==> src/logic/uart_settings.svh <==
`ifndef UART_SETTINGS_SVH
`define UART_SETTINGS_SVH

//////////////////////////////////////////////////
// Frame format
//////////////////////////////////////////////////

// Data bits per frame, sent LSB first
`define UART_DATA_BITS 8

//////////////////////////////////////////////////
// Receive FIFO
//////////////////////////////////////////////////

// Address width, 2**4 = 16 entries
`define UART_FIFO_AW 4

//////////////////////////////////////////////////
// Bit timing
//////////////////////////////////////////////////

`define UART_OVERSAMPLE 16 // Sample ticks per bit
`define UART_DIVISOR 2     // Clocks per sample tick, 32 clocks per bit

`endif

==> src/logic/uartPkg.sv <==
`default_nettype none

`include "uart_settings.svh"

// Receiver side types
package uartPkg;

        // Frame FSM, one state per field of the frame
        typedef enum logic [2:0] {
                idle   = 3'd0, // Line idle, waiting for a falling edge
                start  = 3'd1, // Start bit, checked at its middle
                data   = 3'd2, // Data bits, LSB first
                parity = 3'd3, // Optional even parity bit
                stop   = 3'd4  // Stop bit, entry pushed here
        } rxState;

        // One FIFO word, flags above the byte
        typedef struct packed {
                logic                       parityErr; // Parity mismatch
                logic                       frameErr;  // Stop bit sampled low
                logic [`UART_DATA_BITS-1:0] dataByte;
        } fifoEntry;

endpackage

`default_nettype wire

==> src/logic/busPkg.sv <==
`default_nettype none

`include "uart_settings.svh"

// Host register map and the 16-bit read word
package busPkg;

        typedef enum logic [1:0] {
                regData    = 2'd0, // Read pops the FIFO
                regStatus  = 2'd1, // Read only
                regControl = 2'd2  // Read and write
        } regAddr;

        // Data register layout
        typedef struct packed {
                logic [12-`UART_DATA_BITS:0] pad;
                logic                        valid;     // Head was present
                logic                        parityErr;
                logic                        frameErr;
                logic [`UART_DATA_BITS-1:0]  dataByte;
        } dataView;

        // Status layout, control bits share the same positions
        typedef struct packed {
                logic [10:0] pad;
                logic        bistMode;
                logic        parityEn;
                logic        overflow;
                logic        halfFull;
                logic        empty;
        } statusView;

        // Same bus word, decoded by address
        typedef union packed {
                dataView   data;
                statusView status;
        } readWord;

endpackage

`default_nettype wire

==> src/logic/rxBitTimer.sv <==
`default_nettype none

`include "uart_settings.svh"

// Oversample divider and bit phase counter
module rxBitTimer (
        input  logic Data_Rdy,
        input  logic Pop_Data,
        input  logic timerStart, // Realign on the start edge
        output logic midBit,     // Middle of the bit
        output logic bitEnd      // Last tick of the bit
);

        localparam int DivW   = ($clog2(`UART_DIVISOR) > 0) ? $clog2(`UART_DIVISOR) : 1;
        localparam int PhaseW = $clog2(`UART_OVERSAMPLE);
        localparam logic [DivW-1:0]   DivLast   = DivW'(`UART_DIVISOR - 1);
        localparam logic [PhaseW-1:0] PhaseMid  = PhaseW'(`UART_OVERSAMPLE / 2 - 1);
        localparam logic [PhaseW-1:0] PhaseLast = PhaseW'(`UART_OVERSAMPLE - 1);

        logic [DivW-1:0]   divCnt; // Clocks within a tick
        logic [PhaseW-1:0] phase;  // Ticks within a bit
        logic              tick;

        assign tick = (divCnt == DivLast); // One clock per sample tick

        always_ff @(posedge Data_Rdy or posedge Pop_Data) begin
                if (Pop_Data) begin
                        divCnt <= '0;
                        phase  <= '0;
                        midBit <= 1'b0;
                        bitEnd <= 1'b0;
                end else if (timerStart) begin // Tick 0 on the start edge
                        divCnt <= '0;
                        phase  <= '0;
                        midBit <= 1'b0;
                        bitEnd <= 1'b0;
                end else begin
                        divCnt <= tick ? '0 : divCnt + 1'b1;
                        if (tick) begin
                                phase <= (phase == PhaseLast) ? '0 : phase + 1'b1;
                        end
                        midBit <= tick && (phase == PhaseMid);  // Single cycle pulses
                        bitEnd <= tick && (phase == PhaseLast);
                end
        end

endmodule

`default_nettype wire

==> src/logic/rxFrameControl.sv <==
`default_nettype none

`include "uart_settings.svh"

// Input synchronizer and frame FSM
module rxFrameControl (
        input  logic Data_Rdy,
        input  logic Pop_Data,
        input  logic rxd,        // Raw serial line, idle high
        input  logic parityEn,   // Expect a parity bit
        input  logic midBit,
        output logic timerStart,
        output logic sampleBit,  // rxd after two flops
        output logic shiftEn,    // Data or parity sample
        output logic push        // Stop sample, entry complete
);

        localparam int CntW = ($clog2(`UART_DATA_BITS) > 0) ? $clog2(`UART_DATA_BITS) : 1;
        localparam logic [CntW-1:0] LastBit = CntW'(`UART_DATA_BITS - 1);

        logic [1:0]       syncQ;   // Two flop synchronizer
        logic             lastBit; // Previous synchronized sample
        uartPkg::rxState  state;
        logic [CntW-1:0]  bitCnt;  // Data bits taken so far

        assign sampleBit = syncQ[1];

        // Falling edge while idle starts a frame
        assign timerStart = (state == uartPkg::idle) && lastBit && !sampleBit;

        assign shiftEn = midBit && ((state == uartPkg::data) || (state == uartPkg::parity));
        assign push    = midBit && (state == uartPkg::stop);

        //////////////////////////////////////////////////
        // Synchronizer and FSM
        //////////////////////////////////////////////////

        always_ff @(posedge Data_Rdy or posedge Pop_Data) begin
                if (Pop_Data) begin
                        syncQ   <= 2'b11; // Line idles high
                        lastBit <= 1'b1;
                        state   <= uartPkg::idle;
                        bitCnt  <= '0;
                end else begin
                        syncQ   <= {syncQ[0], rxd};
                        lastBit <= sampleBit;
                        if (timerStart) begin
                                state <= uartPkg::start;
                        end else if (midBit) begin
                                case (state)
                                        uartPkg::start: begin
                                                bitCnt <= '0;
                                                // High at mid start is a glitch
                                                state <= sampleBit ? uartPkg::idle : uartPkg::data;
                                        end
                                        uartPkg::data: begin
                                                bitCnt <= bitCnt + 1'b1;
                                                if (bitCnt == LastBit) begin
                                                        state <= parityEn ? uartPkg::parity
                                                                          : uartPkg::stop;
                                                end
                                        end
                                        uartPkg::parity: state <= uartPkg::stop;
                                        uartPkg::stop:   state <= uartPkg::idle;
                                        default:         state <= uartPkg::idle; // Idle ignores ticks
                                endcase
                        end
                end
        end

endmodule

`default_nettype wire

==> src/logic/rxShifter.sv <==
`default_nettype none

`include "uart_settings.svh"

// Data shift register and frame checks
module rxShifter (
        input  logic              Data_Rdy,
        input  logic              Pop_Data,
        input  logic              sampleBit,
        input  logic              shiftEn,
        input  logic              parityEn,
        input  logic              push,
        output uartPkg::fifoEntry entry
);

        // One spare bit above the byte for the parity sample
        logic [`UART_DATA_BITS:0] shiftReg;
        logic                     runParity; // XOR of data and parity samples

        // LSB first, new bits enter at the top
        always_ff @(posedge Data_Rdy) begin
                if (shiftEn) begin
                        shiftReg <= {sampleBit, shiftReg[`UART_DATA_BITS:1]};
                end
        end

        always_ff @(posedge Data_Rdy or posedge Pop_Data) begin
                if (Pop_Data) begin
                        runParity <= 1'b0;
                end else if (push) begin
                        runParity <= 1'b0; // Fresh start for the next frame
                end else if (shiftEn) begin
                        runParity <= runParity ^ sampleBit;
                end
        end

        // Parity sample sits at the top when enabled
        assign entry.dataByte  = parityEn ? shiftReg[`UART_DATA_BITS-1:0]
                                          : shiftReg[`UART_DATA_BITS:1];
        assign entry.parityErr = parityEn && runParity; // Even parity sums to zero
        assign entry.frameErr  = !sampleBit;            // Stop bit, valid during push

endmodule

`default_nettype wire

==> src/logic/rxFifo.sv <==
`default_nettype none

`include "uart_settings.svh"

// 16-entry show-ahead receive FIFO
module rxFifo (
        input  logic              Data_Rdy,
        input  logic              Pop_Data,
        input  logic              push,
        input  logic              pop,
        input  logic              bistMode, // Freezes everything
        input  uartPkg::fifoEntry entry,
        output uartPkg::fifoEntry head,     // Oldest entry, no pop needed
        output logic              empty,
        output logic              halfFull, // At least half the entries used
        output logic              overflow  // Sticky until a pop
);

        localparam int Depth = 2 ** `UART_FIFO_AW;
        localparam logic [`UART_FIFO_AW:0] Half = (`UART_FIFO_AW + 1)'(Depth / 2);

        uartPkg::fifoEntry       mem [Depth];
        logic [`UART_FIFO_AW-1:0] wrPtr;
        logic [`UART_FIFO_AW-1:0] rdPtr;
        logic [`UART_FIFO_AW:0]   count;     // Occupancy, 0 to 16
        logic [`UART_FIFO_AW:0]   nextCount;
        logic                     full;
        logic                     doPush;
        logic                     doPop;
        logic                     dropPush;  // Frame lost to a full FIFO

        assign full     = count[`UART_FIFO_AW];
        assign doPush   = push && !bistMode && !full;
        assign doPop    = pop && !bistMode && (count != '0);
        assign dropPush = push && !bistMode && full;

        always_comb begin
                nextCount = count;
                if (doPush && !doPop) begin
                        nextCount = count + 1'b1;
                end else if (doPop && !doPush) begin
                        nextCount = count - 1'b1;
                end
        end

        assign head = mem[rdPtr]; // Show-ahead read

        always_ff @(posedge Data_Rdy) begin
                if (doPush) begin
                        mem[wrPtr] <= entry;
                end
        end

        //////////////////////////////////////////////////
        // Pointers and flags
        //////////////////////////////////////////////////

        always_ff @(posedge Data_Rdy or posedge Pop_Data) begin
                if (Pop_Data) begin
                        wrPtr    <= '0;
                        rdPtr    <= '0;
                        count    <= '0;
                        empty    <= 1'b1;
                        halfFull <= 1'b0;
                        overflow <= 1'b0;
                end else begin
                        if (doPush) wrPtr <= wrPtr + 1'b1;
                        if (doPop)  rdPtr <= rdPtr + 1'b1;
                        count    <= nextCount;
                        empty    <= (nextCount == '0);
                        halfFull <= (nextCount >= Half);
                        if (dropPush) begin
                                overflow <= 1'b1;
                        end else if (doPop) begin
                                overflow <= 1'b0; // Room again
                        end
                end
        end

endmodule

`default_nettype wire

==> src/logic/wbRegs.sv <==
`default_nettype none

// Wishbone classic slave, register map and control bits
module wbRegs (
        input  logic              Data_Rdy,
        input  logic              Pop_Data,
        input  logic              cyc,
        input  logic              stb,
        input  logic              we,
        input  logic [1:0]        adr,
        input  logic [15:0]       datW,
        input  uartPkg::fifoEntry head,
        input  logic              empty,
        input  logic              halfFull,
        input  logic              overflow,
        output logic              ack,
        output busPkg::readWord   datR,
        output logic              pop,      // One cycle, with the ack edge
        output logic              bistMode,
        output logic              parityEn
);

        busPkg::regAddr    sel;
        busPkg::statusView ctrlIn; // Written word, control positions
        busPkg::readWord   rdNext;
        logic              access; // New cycle, ack not yet given

        assign sel    = busPkg::regAddr'(adr);
        assign ctrlIn = datW;
        assign access = cyc && stb && !ack;

        // Non-empty data read outside BIST
        assign pop = access && !we && (sel == busPkg::regData) && !empty && !bistMode;

        always_comb begin
                rdNext = '0;
                case (sel)
                        busPkg::regData: begin
                                if (!empty) begin // Empty FIFO reads as zero
                                        rdNext.data.valid     = 1'b1;
                                        rdNext.data.parityErr = head.parityErr;
                                        rdNext.data.frameErr  = head.frameErr;
                                        rdNext.data.dataByte  = head.dataByte;
                                end
                        end
                        busPkg::regStatus: begin
                                rdNext.status.bistMode = bistMode;
                                rdNext.status.parityEn = parityEn;
                                rdNext.status.overflow = overflow;
                                rdNext.status.halfFull = halfFull;
                                rdNext.status.empty    = empty;
                        end
                        busPkg::regControl: begin
                                rdNext.status.bistMode = bistMode;
                                rdNext.status.parityEn = parityEn;
                        end
                        default: rdNext = '0; // Unmapped
                endcase
        end

        always_ff @(posedge Data_Rdy) begin
                if (access && !we) datR <= rdNext; // Valid with ack
        end

        always_ff @(posedge Data_Rdy or posedge Pop_Data) begin
                if (Pop_Data) begin
                        ack      <= 1'b0;
                        bistMode <= 1'b0;
                        parityEn <= 1'b0;
                end else begin
                        ack <= access; // Exactly one cycle
                        if (access && we && (sel == busPkg::regControl)) begin
                                bistMode <= ctrlIn.bistMode;
                                parityEn <= ctrlIn.parityEn;
                        end
                end
        end

endmodule

`default_nettype wire

==> src/logic/uartRx.sv <==
`default_nettype none

// UART receive channel top
module uartRx (
        input  logic            Data_Rdy,
        input  logic            Pop_Data,
        input  logic            rxd,
        input  logic            cyc,
        input  logic            stb,
        input  logic            we,
        input  logic [1:0]      adr,
        input  logic [15:0]     datW,
        output logic            ack,
        output busPkg::readWord datR
);

        logic              timerStart;
        logic              midBit;
        logic              bitEnd;    // Bit boundary, visible to bound checks
        logic              sampleBit;
        logic              shiftEn;
        logic              push;
        logic              pop;
        logic              bistMode;
        logic              parityEn;
        logic              empty;
        logic              halfFull;
        logic              overflow;
        uartPkg::fifoEntry entry;
        uartPkg::fifoEntry head;

        rxBitTimer u_bitTimer (
                .Data_Rdy, .Pop_Data, .timerStart, .midBit, .bitEnd
        );

        rxFrameControl u_frameControl (
                .Data_Rdy, .Pop_Data, .rxd, .parityEn, .midBit,
                .timerStart, .sampleBit, .shiftEn, .push
        );

        rxShifter u_shifter (
                .Data_Rdy, .Pop_Data, .sampleBit, .shiftEn, .parityEn, .push, .entry
        );

        rxFifo u_fifo (
                .Data_Rdy, .Pop_Data, .push, .pop, .bistMode, .entry,
                .head, .empty, .halfFull, .overflow
        );

        wbRegs u_wbRegs (
                .Data_Rdy, .Pop_Data, .cyc, .stb, .we, .adr, .datW,
                .head, .empty, .halfFull, .overflow,
                .ack, .datR, .pop, .bistMode, .parityEn
        );

endmodule

`default_nettype wire

==> config.mk <==
export PLATFORM = sky130hd
export DESIGN_NAME = uartRx
export DESIGN_NICKNAME = d
export VERILOG_FILES = /design/src/logic/uartPkg.sv /design/src/logic/busPkg.sv /design/src/logic/rxBitTimer.sv /design/src/logic/rxFrameControl.sv /design/src/logic/rxShifter.sv /design/src/logic/rxFifo.sv /design/src/logic/wbRegs.sv /design/src/logic/uartRx.sv
export VERILOG_INCLUDE_DIRS = /design/src /design/src/logic
export SDC_FILE = /design/constraint.sdc
export NUM_CORES = 1
export LEC_CHECK = 0
export ABC_CLOCK_PERIOD_IN_PS = 3600
export BUFFER_PORTS_ARGS = -buffer_cell sky130_fd_sc_hd__buf_2
export CAP_MARGIN = 20
export CORE_MARGIN = 5
export CORE_UTILIZATION = 49
export CTS_BUF_LIST = sky130_fd_sc_hd__clkbuf_8 sky130_fd_sc_hd__clkbuf_16
export DETAILED_ROUTE_END_ITERATION = 8
export PLACE_DENSITY_LB_ADDON = 0.05
export REMOVE_ABC_BUFFERS = 1
export SLEW_MARGIN = 40
export SYNTH_ARGS = -nofsm -noshare
export SYNTH_HDL_FRONTEND = slang
export SYNTH_SLANG_ARGS = --single-unit
==> constraint.sdc <==
create_clock -name Data_Rdy -period 3.6 [get_ports Data_Rdy]
set_clock_uncertainty 0.15 [all_clocks]
set_input_delay 0.54 -clock Data_Rdy [delete_from_list [all_inputs] [get_ports Data_Rdy]]
set_output_delay 0.54 -clock Data_Rdy [all_outputs]
set_load 0.02 [all_outputs]
After elaboration in Yosys (flattened, before gate mapping)
Memory sizes are Yosys's and may differ from the RTL's.
Cells that the tools add are included.
Storage, ports and cells
  memory bits (writable): 160
  memories kept: 1
  word-level logic and storage cells: 111
  input bits: 24
  flip-flop bits (word level): 55
  output and inout bits: 17
Memories
  u_fifo.mem: words 16, bits a word 10, rd ports 1, clocked after memory_dff 0, wr ports 1, line rxFifo.sv:22  | uartPkg::fifoEntry mem [Depth];
Cells by class
  equality and inequality tests: 10
  reduce and logical (&&, ||, !) cells: 43
  add/subtract/negate cells: 7
  multiplexer cells: 25
  bitwise operators: 3
  $lt $le $gt $ge: 1
Operators with widths (number)
  1-bit logical AND: 21
  4-bit by 1-bit adder with 4-bit output, second input constant: 3
  3-bit two-way mux: 4
  4-bit two-way mux: 3
  3-bit case mux with 2 select lines: 2
  11-bit two-way mux: 1
  5-bit two-way mux: 2
  2-bit nonzero test: 5
  1-bit two-way mux: 9
  3-bit case mux with 3 select lines: 1
  1-bit zero test: 8
  8-bit two-way mux: 1
  3-bit by 2-bit == test with 1-bit output, second input constant: 2
  3-bit == test, second input constant: 2
  5-bit by 1-bit adder with 5-bit output, second input constant: 1
  5-bit by 4-bit >= comparator with 1-bit output, second input constant: 1
  5-bit zero test: 1
  5-bit nonzero test: 1
  5-bit by 1-bit subtractor with 5-bit output, second input constant: 1
  4-bit by 3-bit == test with 1-bit output, second input constant: 1
  4-bit == test, second input constant: 1
  2-bit case mux with 2 select lines: 1
  2-bit OR reduction: 2
  3-bit by 1-bit adder with 3-bit output, second input constant: 1
  other kinds (13): 14

Longest topological paths before layout
  depth after elaboration: 12
  mapped depth: 9
  gate-level depth less buffers: 9

By module
Synthesis repeated with hierarchy kept, for this count alone.
Second synthesis, totals
  cell total of the unflattened synthesis: 459
  area, all modules: 8871.0 µm²
Modules (own cells, without submodules)
  rxFifo: cells an instance 320, times used 1, area an instance 6956.7 µm², sequential area each 5206.2 µm²
  wbRegs: cells an instance 48, times used 1, area an instance 676.9 µm², sequential area each 405.4 µm²
  rxFrameControl: cells an instance 39, times used 1, area an instance 471.7 µm², sequential area each 229.0 µm²
  rxShifter: cells an instance 25, times used 1, area an instance 464.2 µm², sequential area each 295.3 µm²
  rxBitTimer: cells an instance 27, times used 1, area an instance 301.5 µm², sequential area each 175.2 µm²

Worst setup path before layout
OpenSTA, ideal clock, no wires.
  path type: register to register
  start point: reg u_frameControl.state[0]
  end point: mem u_fifo.mem[3][0] in the netlist's numbering, enable pin
  library setup time: 0.390 ns
  cell stages (with the launch flop): 6
  slack: 1.064 ns
  required time: 3.060 ns
  data arrival time: 1.996 ns
  period minus slack after synthesis: 2.536 ns
  buffers on the path: 1
  cells stage by stage: dfrtp_1 > or2_4 > nor4_1 > buf_2 > nand2_1 > nor3_1
On the way
  cells in the longest elaborated chain, start to end: 6
Ends and longest elaborated chain
  start, declared: line rxFrameControl.sv:23  | uartPkg::rxState state;
  start signal, assigned: line rxFrameControl.sv:42  | state <= uartPkg::idle;
  start signal, assigned: line rxFrameControl.sv:48  | state <= uartPkg::start;
  start signal, assigned: line rxFrameControl.sv:54  | state <= sampleBit ? uartPkg::idle : uartPkg::data;
  3-bit == test: line rxFrameControl.sv:32  | assign push = midBit && (state == uartPkg::stop);
  1-bit logical AND: line rxFrameControl.sv:32
  1-bit logical AND (2 in series): line rxFifo.sv:33  | assign doPush = push && !bistMode && !full;
  1-bit two-way mux: line rxFifo.sv:49  | if (doPush) begin
  1-bit two-way mux (implied by the code): line rxFifo.sv:50  | mem[wrPtr] <= entry;
  end, declared: line rxFifo.sv:22
No other way between the ends.

Worst setup path in the final report
  start point: reg u_frameControl.state[0]
  end point: mem u_fifo.mem[13][6] in the netlist's numbering, enable pin
Same word-level chain as after synthesis.

==> flow_summary_export.csv <==
group,metric,value,unit
cts,post_cts_buffers,0,
synthesis,yosysUniqueCellTypes,53,
timing,tightest_slew,686,ps
global_routing,grt_pass1_vias,4619,
pwr,switching_share,25.0,%
floorplan,die_h,144,µm
global_routing,grt_pass1_wl,26800,µm
timing,layout_worst_path_cycle_share,84.0,%
cts,cts_buffer_depth,3,
worst_setup_path,critPathArrivalTime,3070,ps
synthesis,synth_warnings,0,
final_layout,antenna_cells,0,
synthesis,synthTopCellsByArea,"edfxtp_1 (62%), mux4_2 (12%), dfrtp_1 (8.9%), ha_1 (2.1%), mux2_2 (1.4%)",
worst_setup_path,r2r-start,"u_frameControl.state[0]",
routing,routed_wl,17100,µm
final_layout,finish.net_count,568,
cts,htreeDepth,1,
cts,numCtsBuffers,23,
routing,final_antenna_net_count,0,
synthesis,synth_top_area_cell,"edfxtp_1",
worst_setup_path,cp_cell_sequence,"or2_4 > nor4_2 > buf_4 > nand2_1 > nor2_1 > buf_4",
timing,whs,119,ps
floorplan,ios,41,
timing,grt_setup_unrepaired,"no",
pwr,p_switching,0.00168,W
place,io_buffers,21,
global_routing,globalRouteOverflowTotal,0,
routing,post-route-drc-count,0,
timing,setup_viol,0,
worst_setup_path,r2r_slack,580,ps
synthesis,async_flop_share,16.3,%
timing,worst_slack,577,ps
routing,wire_per_inst,22.2,µm
synthesis,yosys.area.top_type_share,61.8,%
synthesis,syn-instance-count,473,
floorplan,die-area,20600,µm²
global_routing,antenna_found_initial,0,
floorplan,coreArea,17400,µm²
cts,cts_tree,"built",
routing,drt_pre_antenna_iters,4,
hold_path,hold_class,"in -> reg",
worst_setup_path,max_stage_delay,560,ps
synthesis,syn_area,8750,µm²
outcome,outcome,"completed",
pwr,p_per_area,662,nW/µm²
global_routing,grt_max_degree,28,
floorplan,die_x,144,µm
worst_setup_path,regToRegEndpoint,"u_fifo.mem[13][6]",
routing,drt_iter0_drc,226,
routing,vias,4382,
worst_setup_path,critPathBufInv,2,
synthesis,syn_area_per_cell,18.5,µm²
timing,fin_crit,3020,ps
floorplan,rows,48,
cts,cts.sinks,215,
timing,drv_slew,0,
synthesis,synth_edf_count,180,
job,drv_cap,0,
worst_setup_path,required,3650,ps
pwr,p_clk_share,36.4,%
place,gp_congestion,0.769,
cts,path_clk_slew,60,ps
place,place_ws,608,ps
timing,clock.fmax,331,MHz
timing,tns,0,ps
timing,relSlewSlack,54.1,%
worst_setup_path,path_delay_family,"simple AND/OR/NAND/NOR gates",
synthesis,ys_seq_elements,215,
place,place_hpwl,11400,µm
timing,hold_viol_final,0,
pwr,power_leakage,3.55,nW
worst_setup_path,endpoint_kind,"register",
worst_setup_path,crit_path_start,"u_frameControl.state[0]",
cts,root_buffer,"clkbuf_16",
pwr,p_seq_share,45.8,%
worst_setup_path,cp_max_fo,11,
worst_setup_path,crit_end,"u_fifo.mem[13][6]",
pwr,power.internal,0.00501,W
final_layout,layout-drive-gt1-share,30.3,%
worst_setup_path,startpoint_type,"register",
worst_setup_path,crit_slowest_cell,"nor2_1",
pwr,comb_power_share,17.8,%
hold_path,worstHoldStart,"datW[4]",
floorplan,start_util,50.2,%
synthesis,synth-main-ff-cell,"edfxtp_1",
routing,vias_per_cell,5.69,
synthesis,seq_area_frac_synth,71.9,%
worst_setup_path,worst_r2r_path_depth,6,
worst_setup_path,critPathKind,"reg -> reg",
global_routing,groute.usage.overall,17.4,%
final_layout,syn_to_final_growth,15.5,%
worst_setup_path,cp.depth,6,
pwr,ir_drop,418,µV
cts,insertion_delay,500,ps
worst_setup_path,cp_common_cell,"buf_4",
==> cell families after synthesis <==
kind of cell               after synthesis  synth area share [%]
DFF                                    215                  71.9
and+or+nand+nor                         95                  5.84
muxes                                   63                  14.2
AOI/OAI and AO/OA                       37                  2.73
buffers and inverters                   36                  2.06
adders and majority gates               15                  2.15
xor gates and xnor gates                11                  1.10
other                                    1                0.0429
==> worst register-to-register path: cells and delay by family, from the launching register on <==
family | cells | cell delay [ps]
simple gates | 4 | 1530
flops | 1 | 490
buf+inv | 2 | 570
==> power by group through the flow <==
stage	combinational (W)	sequential, W	clock, W
final	0.00119	0.00306	0.00244
after global routing	0.00131	0.00308	0.00259
after CTS	0.00122	0.00306	0.00249
after detailed placement	0.00121	0.00311	0
after global placement	0.00119	0.00310	0
after floorplan	0.000789	0.00318	0
==> synthesized netlist by cell type (6+ instances only) <==
cell type and n:
a21oi_1 6, and2_1 7, buf_4 7, clkbuf_1 10, dfrtp_1 31, edfxtp_1 180
ha_1 15, inv_1 10, mux2_2 11, mux4_2 48, nand2_1 20, nand3_1 7
nor2_1 25, nor2b_1 9, nor3_1 7, o21ai_0 11, xnor2_1 7
==> worst min path at each step <==
| stage | to | slack (ps) | depth (start not counted) |
|---|---|---|---|
| 2_1_floorplan | u_frameControl.syncQ[1] | 200 | 0 |
| 3_3_place_gp | u_frameControl.syncQ[1] | 200 | 0 |
| 3_5_place_dp | u_frameControl.syncQ[1] | 210 | 0 |
| 4_1_cts | u_wbRegs.bistMode | 100 | 2 |
| 5_1_grt | u_wbRegs.bistMode | 110 | 2 |
| 6_report | u_wbRegs.bistMode | 120 | 2 |
==> layer usage <==
| layer | routed length [µm] | track usage (%) | vias to the layer above |
|---|---|---|---|
| met2 | 8520 | 28.6 | 75 |
| li1 | - | - | 1971 |
| met4 | 380 | 4.26 | 0 |
| met5 | 0 | 0 | - |
| met1 | 7760 | 25.1 | 2303 |
| met3 | 462 | 2.50 | 33 |
==> per-stage QoR <==
step	total power, W	cell area (µm²)	utilization, %	std cells
2_1_floorplan	0.00397	8620	-	452
3_3_place_gp	0.00429	9280	53.3	727
3_5_place_dp	0.00432	9290	53.3	727
4_1_cts	0.00677	10100	58.0	770
5_1_grt	0.00699	10100	58.0	770
6_report	0.00669	10100	58.0	770
==> layout by cell type (no fill, tap or decap), drive strengths merged, types with 2 or more instances in the layout <==
cell type / count
nor2: 25
bufinv: 5
mux4: 48
nand3: 7
nor3: 7
nand2: 20
mux2: 11
conb: 5
inv: 14
dfrtp: 31
dfstp: 4
edfxtp: 180
a21oi: 6
clkbuf: 23
nor2b: 9
xnor2: 7
ha: 15
nand2b: 3
and2: 7
mux2i: 4
xor2: 4
or2: 3
buf: 50
clkinv: 10
o21ai: 11
a211oi: 4
a31oi: 4
nor3b: 2
nor4: 3
dlygate4sd3: 2
a22o: 5
==> repair_timing <==
action                                  CTS  global route
endpoints found under the setup margin    0             0
hold endpoints to repair                 21             0
gates resized for setup                   0             0
hold buffers                              2             0
==> sequential cells by signal, indices dropped and copies added (netlist names) <==
name / flops
u_frameControl.lastBit: 1
u_bitTimer.phase: 4
u_wbRegs.datR: 11
u_wbRegs.bistMode: 1
u_fifo.empty: 1
u_wbRegs.parityEn: 1
u_frameControl.state: 3
u_shifter.runParity: 1
u_bitTimer.divCnt: 1
u_fifo.rdPtr: 4
u_shifter.shiftReg: 9
u_fifo.overflow: 1
u_fifo.wrPtr: 4
u_wbRegs.ack: 1
u_fifo.halfFull: 1
u_frameControl.bitCnt: 3
u_fifo.count: 5
u_frameControl.syncQ: 2
u_fifo.mem: 160
u_bitTimer.midBit: 1
==> area by class of cell <==
| cell class | instances | area, µm² |
|---|---|---|
| fill | 1335 | 7320 |
| tap | 225 | 282 |
| multi-input combinational | 226 | 2330 |
| clock inverter | 18 | 215 |
| timing repair buffer | 52 | 368 |
| sequential | 215 | 6290 |
| inverter | 11 | 41.3 |
| clock buffer | 23 | 576 |
Power figures use the tool's default switching activity.
